`src/design/beam_tx_macros.svh`:
```
`ifndef BEAM_TX_MACROS_SVH
`define BEAM_TX_MACROS_SVH

// Transducer array
`define BTX_NUM_ELEMENTS 16
`define BTX_HALF_ELEMENTS 8

// Field widths with a signed step in 1/16 sample units
`define BTX_DW_R0 8
`define BTX_DW_STEP 8
`define BTX_DW_POINTS 13
`define BTX_DW_FRAC 4
`define BTX_DW_DELAY 17

// Idle cycles between two transmissions of a scanline
`define BTX_TX_GAP 4

// APB register map
`define BTX_ADDR_CFG 4'h0
`define BTX_ADDR_POINTS 4'h4
`define BTX_ADDR_CTRL 4'h8
`define BTX_ADDR_STATUS 4'hC

`endif

```
`src/design/beam_tx_pkg.sv`:
```
`include "beam_tx_macros.svh"

package beam_tx_pkg;

    // APB request from the host
    typedef struct packed {
        logic        psel;
        logic        penable;
        logic        pwrite;
        logic [3:0]  paddr;
        logic [31:0] pwdata;
    } apb_req_t;

    // APB response to the host
    typedef struct packed {
        logic [31:0] prdata;
        logic        pready;
        logic        pslverr;
    } apb_rsp_t;

    // Scanline configuration
    typedef struct packed {
        logic [`BTX_DW_R0-1:0]            r_0;
        logic signed [`BTX_DW_STEP-1:0]   step;
        logic [`BTX_DW_POINTS-1:0]        num_points;
    } scan_cfg_t;

    // Delay in samples, 4 fraction bits
    typedef logic [`BTX_DW_DELAY-1:0] delay_word_t;

    typedef delay_word_t [`BTX_NUM_ELEMENTS-1:0] delay_array_t;

    typedef struct packed {
        delay_word_t min_delay;
        delay_word_t max_delay;
    } delay_bounds_t;

endpackage

```
`src/design/apb_cfg_regs.sv`:
```
`timescale 1ns/1ns
`include "beam_tx_macros.svh"

module apb_cfg_regs (
    input  logic                    clk,
    input  logic                    rst,
    input  beam_tx_pkg::apb_req_t   apb_req,
    input  logic                    busy,
    input  logic                    scan_done,
    output beam_tx_pkg::apb_rsp_t   apb_rsp,
    output beam_tx_pkg::scan_cfg_t  cfg,
    output logic                    start
);

    logic access;
    logic wr_en;
    logic addr_hit;
    logic done_flag;

    assign access = apb_req.psel && apb_req.penable;
    assign wr_en  = access && apb_req.pwrite;

    always_comb begin
        case (apb_req.paddr)
            `BTX_ADDR_CFG,
            `BTX_ADDR_POINTS,
            `BTX_ADDR_CTRL,
            `BTX_ADDR_STATUS: addr_hit = 1'b1;
            default:          addr_hit = 1'b0;
        endcase
    end

    // Configuration registers
    always_ff @(posedge clk) begin
        if (rst) begin
            cfg <= '0;
        end else if (wr_en) begin
            case (apb_req.paddr)
                `BTX_ADDR_CFG: begin
                    cfg.r_0  <= apb_req.pwdata[`BTX_DW_R0-1:0];
                    cfg.step <= apb_req.pwdata[`BTX_DW_R0 +: `BTX_DW_STEP];
                end
                `BTX_ADDR_POINTS: cfg.num_points <= apb_req.pwdata[`BTX_DW_POINTS-1:0];
                default: ;
            endcase
        end
    end

    // Start pulse and sticky done
    always_ff @(posedge clk) begin
        if (rst) begin
            start     <= 1'b0;
            done_flag <= 1'b0;
        end else begin
            start <= wr_en && (apb_req.paddr == `BTX_ADDR_CTRL) && apb_req.pwdata[0] && !busy;
            if (start) begin
                done_flag <= 1'b0;
            end else if (scan_done) begin
                done_flag <= 1'b1;
            end
        end
    end

    always_comb begin
        apb_rsp         = '0;
        apb_rsp.pready  = 1'b1;   // Zero wait states
        apb_rsp.pslverr = access && !addr_hit;
        if (access && !apb_req.pwrite) begin
            case (apb_req.paddr)
                `BTX_ADDR_CFG:    apb_rsp.prdata = 32'({cfg.step, cfg.r_0});
                `BTX_ADDR_POINTS: apb_rsp.prdata = 32'(cfg.num_points);
                `BTX_ADDR_STATUS: apb_rsp.prdata = 32'({done_flag, busy});
                default:          apb_rsp.prdata = '0;   // CTRL reads as zero
            endcase
        end
    end

endmodule

```
`src/design/scan_sequencer.sv`:
```
`timescale 1ns/1ns
`include "beam_tx_macros.svh"

module scan_sequencer (
    input  logic                    clk,
    input  logic                    rst,
    input  beam_tx_pkg::scan_cfg_t  cfg,
    input  logic                    start,
    input  logic                    calc_done,
    input  logic                    tx_done,
    output logic                    calc_start,
    output logic                    tx_start,
    output logic                    busy,
    output logic                    scan_done
);

    localparam int PW    = `BTX_DW_POINTS;
    localparam int GAP_W = $clog2(`BTX_TX_GAP + 1);

    typedef enum logic [1:0] {
        st_idle,
        st_calc,
        st_transmit,
        st_gap
    } state_t;

    state_t            state;
    logic [PW-1:0]     points_q;
    logic [PW-1:0]     point_cnt;
    logic [GAP_W-1:0]  gap_cnt;

    assign busy = (state != st_idle);

    always_ff @(posedge clk) begin
        if (rst) begin
            state      <= st_idle;
            points_q   <= '0;
            point_cnt  <= '0;
            gap_cnt    <= '0;
            calc_start <= 1'b0;
            tx_start   <= 1'b0;
            scan_done  <= 1'b0;
        end else begin
            calc_start <= 1'b0;
            tx_start   <= 1'b0;
            scan_done  <= 1'b0;
            case (state)
                st_idle: begin
                    if (start) begin
                        // Zero points behaves as one
                        points_q   <= (cfg.num_points == '0) ? PW'(1) : cfg.num_points;
                        point_cnt  <= PW'(1);
                        calc_start <= 1'b1;
                        state      <= st_calc;
                    end
                end
                st_calc: begin
                    if (calc_done) begin
                        tx_start <= 1'b1;
                        state    <= st_transmit;
                    end
                end
                st_transmit: begin
                    if (tx_done) begin
                        if (point_cnt == points_q) begin
                            scan_done <= 1'b1;
                            state     <= st_idle;
                        end else begin
                            point_cnt <= point_cnt + 1'b1;
                            gap_cnt   <= '0;
                            state     <= st_gap;
                        end
                    end
                end
                st_gap: begin
                    gap_cnt <= gap_cnt + 1'b1;
                    if (gap_cnt == GAP_W'(`BTX_TX_GAP - 1)) begin
                        tx_start <= 1'b1;   // Same pattern again
                        state    <= st_transmit;
                    end
                end
                default: state <= st_idle;
            endcase
        end
    end

endmodule

```
`src/design/delay_calc.sv`:
```
`timescale 1ns/1ns
`include "beam_tx_macros.svh"

module delay_calc (
    input  logic                        clk,
    input  logic                        rst,
    input  beam_tx_pkg::scan_cfg_t      cfg,
    input  logic                        calc_start,
    output beam_tx_pkg::delay_array_t   delays,
    output beam_tx_pkg::delay_bounds_t  bounds,
    output logic                        calc_done
);

    import beam_tx_pkg::*;

    localparam int CENTRE = `BTX_HALF_ELEMENTS - 1;
    localparam int KW     = $clog2(`BTX_HALF_ELEMENTS + 1);
    localparam int AW     = `BTX_DW_DELAY + 3;   // Signed headroom

    logic [AW-1:0]                   n0_full;
    delay_word_t                     n0_q;
    logic signed [`BTX_DW_STEP-1:0]  step_q;
    logic signed [AW-1:0]            offset_q;
    logic [KW-1:0]                   k_q;
    logic                            filling;
    logic                            neg_valid;
    delay_word_t                     pos_delay;
    delay_word_t                     neg_delay;
    delay_bounds_t                   bounds_next;

    function automatic delay_word_t sat_zero(input logic signed [AW-1:0] v);
        if (v < 0) begin
            return '0;
        end
        return v[`BTX_DW_DELAY-1:0];
    endfunction

    // 16.234375 = 16 + 1/4 - 1/64 with two guard bits dropped at the end
    assign n0_full = ((AW'(cfg.r_0) << 10) + (AW'(cfg.r_0) << 4) - AW'(cfg.r_0)) >> 2;

    assign pos_delay = sat_zero(signed'(AW'(n0_q)) + offset_q);
    assign neg_delay = sat_zero(signed'(AW'(n0_q)) - offset_q);
    assign neg_valid = (k_q < KW'(`BTX_HALF_ELEMENTS));   // Last pair has no negative side

    always_comb begin
        bounds_next = bounds;
        if (pos_delay < bounds_next.min_delay) begin
            bounds_next.min_delay = pos_delay;
        end
        if (pos_delay > bounds_next.max_delay) begin
            bounds_next.max_delay = pos_delay;
        end
        if (neg_valid) begin
            if (neg_delay < bounds_next.min_delay) begin
                bounds_next.min_delay = neg_delay;
            end
            if (neg_delay > bounds_next.max_delay) begin
                bounds_next.max_delay = neg_delay;
            end
        end
    end

    // Delay array and bounds
    always_ff @(posedge clk) begin
        if (calc_start) begin
            n0_q             <= n0_full[`BTX_DW_DELAY-1:0];
            step_q           <= cfg.step;
            offset_q         <= AW'(signed'(cfg.step));
            delays[CENTRE]   <= n0_full[`BTX_DW_DELAY-1:0];
            bounds.min_delay <= n0_full[`BTX_DW_DELAY-1:0];
            bounds.max_delay <= n0_full[`BTX_DW_DELAY-1:0];
        end else if (filling) begin
            delays[CENTRE + int'(k_q)] <= pos_delay;
            if (neg_valid) begin
                delays[CENTRE - int'(k_q)] <= neg_delay;
            end
            bounds   <= bounds_next;
            offset_q <= offset_q + AW'(step_q);
        end
    end

    // One pair per cycle outward from the centre
    always_ff @(posedge clk) begin
        if (rst) begin
            filling   <= 1'b0;
            k_q       <= '0;
            calc_done <= 1'b0;
        end else begin
            calc_done <= 1'b0;
            if (calc_start) begin
                filling <= 1'b1;
                k_q     <= KW'(1);
            end else if (filling) begin
                k_q <= k_q + 1'b1;
                if (k_q == KW'(`BTX_HALF_ELEMENTS)) begin
                    filling   <= 1'b0;
                    calc_done <= 1'b1;
                end
            end
        end
    end

endmodule

```
`src/design/countdown_tx.sv`:
```
`timescale 1ns/1ns
`include "beam_tx_macros.svh"

module countdown_tx (
    input  logic                          clk,
    input  logic                          rst,
    input  logic                          tx_start,
    input  beam_tx_pkg::delay_array_t     delays,
    input  beam_tx_pkg::delay_bounds_t    bounds,
    output logic [`BTX_NUM_ELEMENTS-1:0]  tx_array,
    output logic                          tx_done
);

    import beam_tx_pkg::*;

    localparam int CW = `BTX_DW_DELAY - `BTX_DW_FRAC;

    logic                          running;
    logic [CW-1:0]                 count;
    logic [CW-1:0]                 span;
    delay_word_t                   span_full;
    logic [`BTX_NUM_ELEMENTS-1:0]  hit;

    assign span_full = bounds.max_delay - bounds.min_delay;
    assign span      = span_full[`BTX_DW_DELAY-1:`BTX_DW_FRAC];

    // Integer offset of each element from the earliest one
    always_comb begin
        delay_word_t rel;
        for (int i = 0; i < `BTX_NUM_ELEMENTS; i++) begin
            rel    = delays[i] - bounds.min_delay;
            hit[i] = (rel[`BTX_DW_DELAY-1:`BTX_DW_FRAC] == count);
        end
    end

    always_ff @(posedge clk) begin
        if (rst) begin
            running  <= 1'b0;
            count    <= '0;
            tx_array <= '0;
            tx_done  <= 1'b0;
        end else begin
            tx_array <= running ? hit : '0;
            tx_done  <= running && (count == span);   // Aligned with the last pulses
            if (tx_start) begin
                running <= 1'b1;
                count   <= '0;
            end else if (running) begin
                count <= count + 1'b1;
                if (count == span) begin
                    running <= 1'b0;
                end
            end
        end
    end

endmodule

```
`src/design/beam_tx_top.sv`:
```
`timescale 1ns/1ns
`include "beam_tx_macros.svh"

module beam_tx_top (
    input  logic                          clk,
    input  logic                          rst,
    input  beam_tx_pkg::apb_req_t         apb_req,
    output beam_tx_pkg::apb_rsp_t         apb_rsp,
    output logic [`BTX_NUM_ELEMENTS-1:0]  tx_array,
    output logic                          scan_done
);

    import beam_tx_pkg::*;

    scan_cfg_t      cfg;
    logic           start;
    logic           busy;
    logic           calc_start;
    logic           calc_done;
    logic           tx_start;
    logic           tx_done;
    delay_array_t   delays;
    delay_bounds_t  bounds;

    apb_cfg_regs u_regs (
        .clk       (clk),
        .rst       (rst),
        .apb_req   (apb_req),
        .busy      (busy),
        .scan_done (scan_done),
        .apb_rsp   (apb_rsp),
        .cfg       (cfg),
        .start     (start)
    );

    scan_sequencer u_seq (
        .clk        (clk),
        .rst        (rst),
        .cfg        (cfg),
        .start      (start),
        .calc_done  (calc_done),
        .tx_done    (tx_done),
        .calc_start (calc_start),
        .tx_start   (tx_start),
        .busy       (busy),
        .scan_done  (scan_done)
    );

    delay_calc u_calc (
        .clk        (clk),
        .rst        (rst),
        .cfg        (cfg),
        .calc_start (calc_start),
        .delays     (delays),
        .bounds     (bounds),
        .calc_done  (calc_done)
    );

    countdown_tx u_tx (
        .clk      (clk),
        .rst      (rst),
        .tx_start (tx_start),
        .delays   (delays),
        .bounds   (bounds),
        .tx_array (tx_array),
        .tx_done  (tx_done)
    );

endmodule

```
`config.mk`:
```
export PLATFORM = sky130hd
export DESIGN_NAME = beam_tx_top
export DESIGN_NICKNAME = d
export VERILOG_FILES = /design/src/design/beam_tx_pkg.sv /design/src/design/apb_cfg_regs.sv /design/src/design/scan_sequencer.sv /design/src/design/delay_calc.sv /design/src/design/countdown_tx.sv /design/src/design/beam_tx_top.sv
export VERILOG_INCLUDE_DIRS = /design/src /design/src/design
export SDC_FILE = /design/constraint.sdc
export NUM_CORES = 2
export LEC_CHECK = 0
export BUFFER_PORTS_ARGS = -buffer_cell sky130_fd_sc_hd__buf_4
export CELL_PAD_IN_SITES_DETAIL_PLACEMENT = 0
export CELL_PAD_IN_SITES_GLOBAL_PLACEMENT = 1
export CORE_MARGIN = 4
export CORE_UTILIZATION = 38
export CTS_CLUSTER_SIZE = 16
export DETAILED_ROUTE_END_ITERATION = 8
export GPL_TIMING_DRIVEN = 0
export HOLD_SLACK_MARGIN = 0.02
export PLACE_DENSITY = 0.74
export SLEW_MARGIN = 20
export SYNTH_ARGS = -nofsm -noshare
export SYNTH_HDL_FRONTEND = slang
export SYNTH_HIERARCHICAL = 1
export SYNTH_SLANG_ARGS = --single-unit
```
`constraint.sdc`:
```
create_clock -name clk -period 20.9 [get_ports clk]
set_input_delay 2.09 -clock clk [delete_from_list [all_inputs] [get_ports clk]]
set_output_delay 2.09 -clock clk [all_outputs]
set_load 0.01 [all_outputs]
```
; Yosys cells after proc, flatten, opt, wreduce, memory -nomap -nowiden
; Cells that the tools add are included.
; W data, S select, Z words.
[word_totals]
ff_bits = 453
elab_cells = 207
inputBits = 41
out_inout_bits = 51
[op_classes]
order_cmp = 11
n_eq_ne = 31
muxes = 55
add_sub_neg = 28
bitwise = 6
n_reduce_logical = 35
[op_table]
columns = op, count
row1 = $bwmux W272, 2
row2 = $sub A17 B17 Y17, 17
row3 = $mux W272, 1
row4 = $eq A13 B13 Y1, 18
row5 = $mux W17, 11
row6 = $demux W17 S4, 2
row7 = $mux W136, 1
row8 = $mux W34, 3
row9 = $ge A32 B1 Y1 const B, 2
row10 = $lt A32 B6 Y1 const B, 2
row11 = $mux W13, 4
row12 = $pmux W16 S3, 1
row13 = $lt A20 B1 Y1 const B, 2
row14 = $mux W20, 2
row15 = $gt A17 B17 Y1, 2
row16 = $lt A17 B17 Y1, 2
row17 = $mux W32, 1
row18 = $add A13 B1 Y13 const B, 2
row19 = $pmux W13 S2, 1
row20 = $add A18 B20 Y20, 1
row21 = $add A20 B8 Y20, 1
row22 = $sub A18 B20 Y20, 1
row23 = $add A18 B12 Y19, 1
row24 = $sub A19 B8 Y19, 1
row25 = other kinds (31), 85

; Longest topological paths before layout
[depth]
ltp_word = 11
depth_mapped = 33
ltp_nobuf = 29

; By module
; The synthesis kept the hierarchy.
[by_module_without_submodules]
columns = module, seq_area_each_um2, area_per_inst_um2, cells_each, instances
row1 = delay_calc, 10660.2, 21986.1, 2208, 1
row2 = countdown_tx, 620.6, 15160.8, 2085, 1
row3 = scan_sequencer, 680.7, 1821.7, 218, 1
row4 = apb_cfg_regs, 620.6, 1788.0, 201, 1

; Worst setup path before layout
; Ideal clock, no wire load.
[synth_path]
kind = register to register
from = reg u_calc.offset_q[0]
to = reg u_calc/bounds[1] (netlist name)
stages_incl_launch_ff = 31
setup_time_ps = 146
slack_ps = 13785
n_path_buf = 3
synth_period_minus_slack_ps = 7115
required_ps = 20754
arrival_ps = 6969
path_cell_list = edfxtp_1 > ha_1 > inv_1 > fa_1 > nor2_1 > o311a_1 > o21ai_2 > a2111oi_0 > or4_1 > a211oi_4 > clkbuf_1 > ha_1 > a21o_1 > a21o_1 > a21oi_1 > o21ai_0 > a21oi_1 > a41oi_1 > buf_2 > mux2_2 > ha_1 > nor2b_1 > o21a_1 > o21a_1 > o21a_1 > o21a_1 > o21ai_0 > a211oi_1 > clkbuf_1 > mux2_2 > a21oi_1
[synth_between]
elab_chain_cells = 11
word_cells_on_any_way = 15
cone_classes = add/sub: 2 / order compare: 4 / mux: 9
[synth_rtl]
columns = item, line_no
row1 = from (decl), delay_calc.sv:23  ; logic signed [AW-1:0] offset_q;
row2 = from (signal assigned), delay_calc.sv:68  ; offset_q <= AW'(signed'(cfg.step));
row3 = from (signal assigned), delay_calc.sv:78  ; offset_q <= offset_q + AW'(step_q);
row4 = $add A18 B20 Y20, delay_calc.sv:41  ; assign pos_delay = sat_zero(signed'(AW'(n0_q)) + offset_q);
row5 = $lt A20 B1 Y1, delay_calc.sv:32  ; if (v < 0) begin
row6 = $mux W1, delay_calc.sv:32
row7 = $mux W17, delay_calc.sv:35  ; return v[`BTX_DW_DELAY-1:0];
row8 = $gt A17 B17 Y1, delay_calc.sv:50  ; if (pos_delay > bounds_next.max_delay) begin
row9 = $mux W17, delay_calc.sv:50
row10 = $gt A17 B17 Y1, delay_calc.sv:57  ; if (neg_delay > bounds_next.max_delay) begin
row11 = $mux W17, delay_calc.sv:57
row12 = $mux W34 (*), delay_calc.sv:53  ; if (neg_valid) begin
row13 = $mux W34 (*), delay_calc.sv:72  ; end else if (filling) begin
row14 = $mux W34 (*), delay_calc.sv:65  ; if (calc_start) begin
; Mark *: on every way between the ends. The rest lies on a longest branch, timed or not. The select of a mux whose other input is x is not followed.
; A chain may end at the register's enable or synchronous reset.

; Final worst setup path
[layout_path]
from = reg u_calc.n0_q[8]
to = reg u_calc/bounds[15] (netlist name)
[layout_between]
elab_chain_cells = 11
word_cells_on_any_way = 15
cone_classes = add/sub: 2 / order compare: 4 / mux: 9
[layout_rtl]
columns = item, line_no
row1 = from (decl), delay_calc.sv:21  ; delay_word_t n0_q;
row2 = from (signal assigned), delay_calc.sv:66  ; n0_q <= n0_full[`BTX_DW_DELAY-1:0];
row3 = $add A18 B20 Y20, delay_calc.sv:41
row4 = $lt A20 B1 Y1, delay_calc.sv:32
row5 = $mux W1, delay_calc.sv:32
row6 = $mux W17, delay_calc.sv:35
row7 = $gt A17 B17 Y1, delay_calc.sv:50
row8 = $mux W17, delay_calc.sv:50
row9 = $gt A17 B17 Y1, delay_calc.sv:57
row10 = $mux W17, delay_calc.sv:57
row11 = $mux W34 (*), delay_calc.sv:53
row12 = $mux W34 (*), delay_calc.sv:72
row13 = $mux W34 (*), delay_calc.sv:65
; Marks and branches as above.

==> metrics.yaml <==
outcome: "completed"
synth.distinct_cells: 127
synth_area_per_cell_um2: 8.650
synth_top_area_share_pct: 25.86
cts_max_level: 2
via_per_inst: 5.977
fmax_mhz: 105.4
slew_headroom_pct: 15.08
antenna_found_initial: 8
power_density_nw_per_um2: 45.48
vias: 37700
cp.arrival_ns: 9.97
ys.flop_type: "edfxtp_1"
criticalPathCategory: "register to register"
overflow: 0
fin_ws_ns: 11.41
post_cts_buffers: 0
grt_pass1_wl_um: 231000
finalNonFillerCells: 6308
cts_tree: "built"
n_fill_cell: 10585
grt_pass1_vias: 35488
period_minus_slack_ns: 9.489
report.final.slew_viol_count: 0
clk_pin_slew_ns: 0.06
setup_viol: 0
fin_nets: 5313
slowest_delay_ns: 0.83
synthArstFlopShare_pct: 0
p_leak_uw: 0.01846
grt_use_total_pct: 27.29
synth-seq-cells: 453
yosysMostFrequentCell: "nand2_1"
drtIter0Drc: 3506
cap_violations: 0
hold_ws_ns: 0.4721
numCtsBuffers: 57
peakVddDrop_mv: 0.06923
drc_errors: 0
synth_common_cells: "nand2_1, o21ai_0, ha_1"
cts_resized: 0
synth_top_area_cell: "edfxtp_1"
fp.dieH_um: 335.5
placementRows: 119
cts_hold_buf: 0
chipWidth_um: 335.5
dieArea_um2: 112600
grt_max_degree: 88
design.core.area_um2: 105900
syn_area_um2: 40760
wl_per_cell_um: 25.15
period_share_pct: 45.40
crit_path_frequent_cell: "o21a_1"
total_power_uw: 2069
cts_root_buf: "clkbuf_16"
pre_cts_ws_ns: 11.69
critPathCaptureType: "register"
synth-seq-area-share_pct: 30.87
detail-route-antenna-nets: 0
crit_required_ns: 21.38
grt_setup_unrepaired: "no"
worst_setup_path_start_kind: "register"
start_util_pct: 38.50
skew_ns: 0.01722
dp_hpwl_um: 112300
drt_pass1_iterations: 6
synth_edf_count: 351
critPathMaxFanout: 10
portBuffers: 57
worstMarginPinSlew_ns: 1.272
hold_class: "register to register"
cp_slowest_cell: "a41oi_1"
drive_gt1_share_pct: 9.078
placed_cells: 6197
area.growth.synth_to_final_pct: 11.63
gp_congestion: 0.9103
synth_warnings: 6
cts.sinks: 453
ios: 92
final_hold_viol_count: 0
totalWireLength_um: 158600
cts_buffer_depth: 3
ys_top_cells_by_area: "edfxtp_1, ha_1, o21ai_0"
tns_ns: 0
insertion_delay_ns: 0.65
syn_inst: 4712
==> where the power goes <==
| part | switching (uW) | internal, uW | total (uW) |
|---|---|---|---|
| logic | 27.6 | 18.9 | 46.5 |
| registers | 0.999 | 959 | 960 |
| clock network | 430 | 633 | 1060 |
| total | 459 | 1610 | 2070 |
==> per-layer routing <==
layer / up-vias / GRT usage (%) / share of wire (%)
met5: - / 0 / 0
met4: 0 / 13.96 / 6.2
li1: 17656 / - / -
met2: 1708 / 43.40 / 44
met1: 17986 / 35.87 / 41
met3: 350 / 4.421 / 9.0
==> area by class of cell <==
class	instances	area, um2	share of cell area (%)
inverter	210	797.0	1.752
clock inverter	29	330.3	0.7260
antenna	4	10.01	0.02200
tap	1391	1740	3.825
buffer	270	1269	2.789
sequential	453	12580	27.66
clock buffer	78	1640	3.605
multi-input combinational	3794	26260	57.72
timing repair buffer	79	868.3	1.909
==> cells in the final DEF, fill, tap and decap left out, types with 110 or more instances in the layout <==
cell type,instances
a21oi_1,347
clkbuf_1,184
edfxtp_1,351
ha_1,404
inv_1,182
nand2_1,538
nor2_1,233
o21ai_0,491
xnor2_1,245
xor2_1,110
==> path summary, 6_finish.rpt <==
path,startpoint,endpoint,slack [ns],cells past startpoint
worst max-delay path,u_calc/n0_q[8],u_calc/bounds[15],11.41,30
worst min-delay path,u_seq/points_q[11],u_seq/points_q[11],0.47,2
worst max register to register,u_calc/n0_q[8],u_calc/bounds[15],11.41,30
worst min register to register,u_seq/points_q[11],u_seq/points_q[11],0.47,2
==> sequential cells by signal, indices dropped and copies added, names as in the netlist <==
name,cells
u_calc/bounds,34
u_calc/calc_done,1
u_calc/delays,272
u_calc/filling,1
u_calc/k_q,4
u_calc/n0_q,17
u_calc/offset_q,20
u_calc/step_q,8
u_regs/cfg,29
u_regs/done_flag,1
u_regs/start,1
u_seq/calc_start,1
u_seq/gap_cnt,3
u_seq/point_cnt,13
u_seq/points_q,13
u_seq/scan_done,1
u_seq/state,2
u_seq/tx_start,1
u_tx/count,13
u_tx/running,1
u_tx/tx_array,16
u_tx/tx_done,1
==> critical path, delay by kind of cell (launching register included) <==
family	cells	cell delay [ns]
adder cells (fa/ha/maj)	3	0.91
multiplexers	2	0.81
AND/OR/NAND/NOR	7	1.13
flip-flops	1	0.50
AO/OA/AOI/OAI	12	3.58
buffers and inverters	6	2.34
==> stage by stage <==
step	area (um2)	utilization [%]
finish	45500	42.98
global route	45490	42.98
CTS	45480	42.97
detailed placement	43510	41.10
global placement	42980	40.60
floorplan	40810	-
==> logic make-up after synthesis <==
group	count (synthesis)	share of synthesized area, %
fa+ha+maj	408	12.57
other cells	2	0.01843
xor+xnor	360	7.819
buf+inv	480	4.970
mux	181	4.737
compound gates	1427	22.06
flops	453	30.87
simple gates	1401	16.95
(Power assumes the default switching activity.)
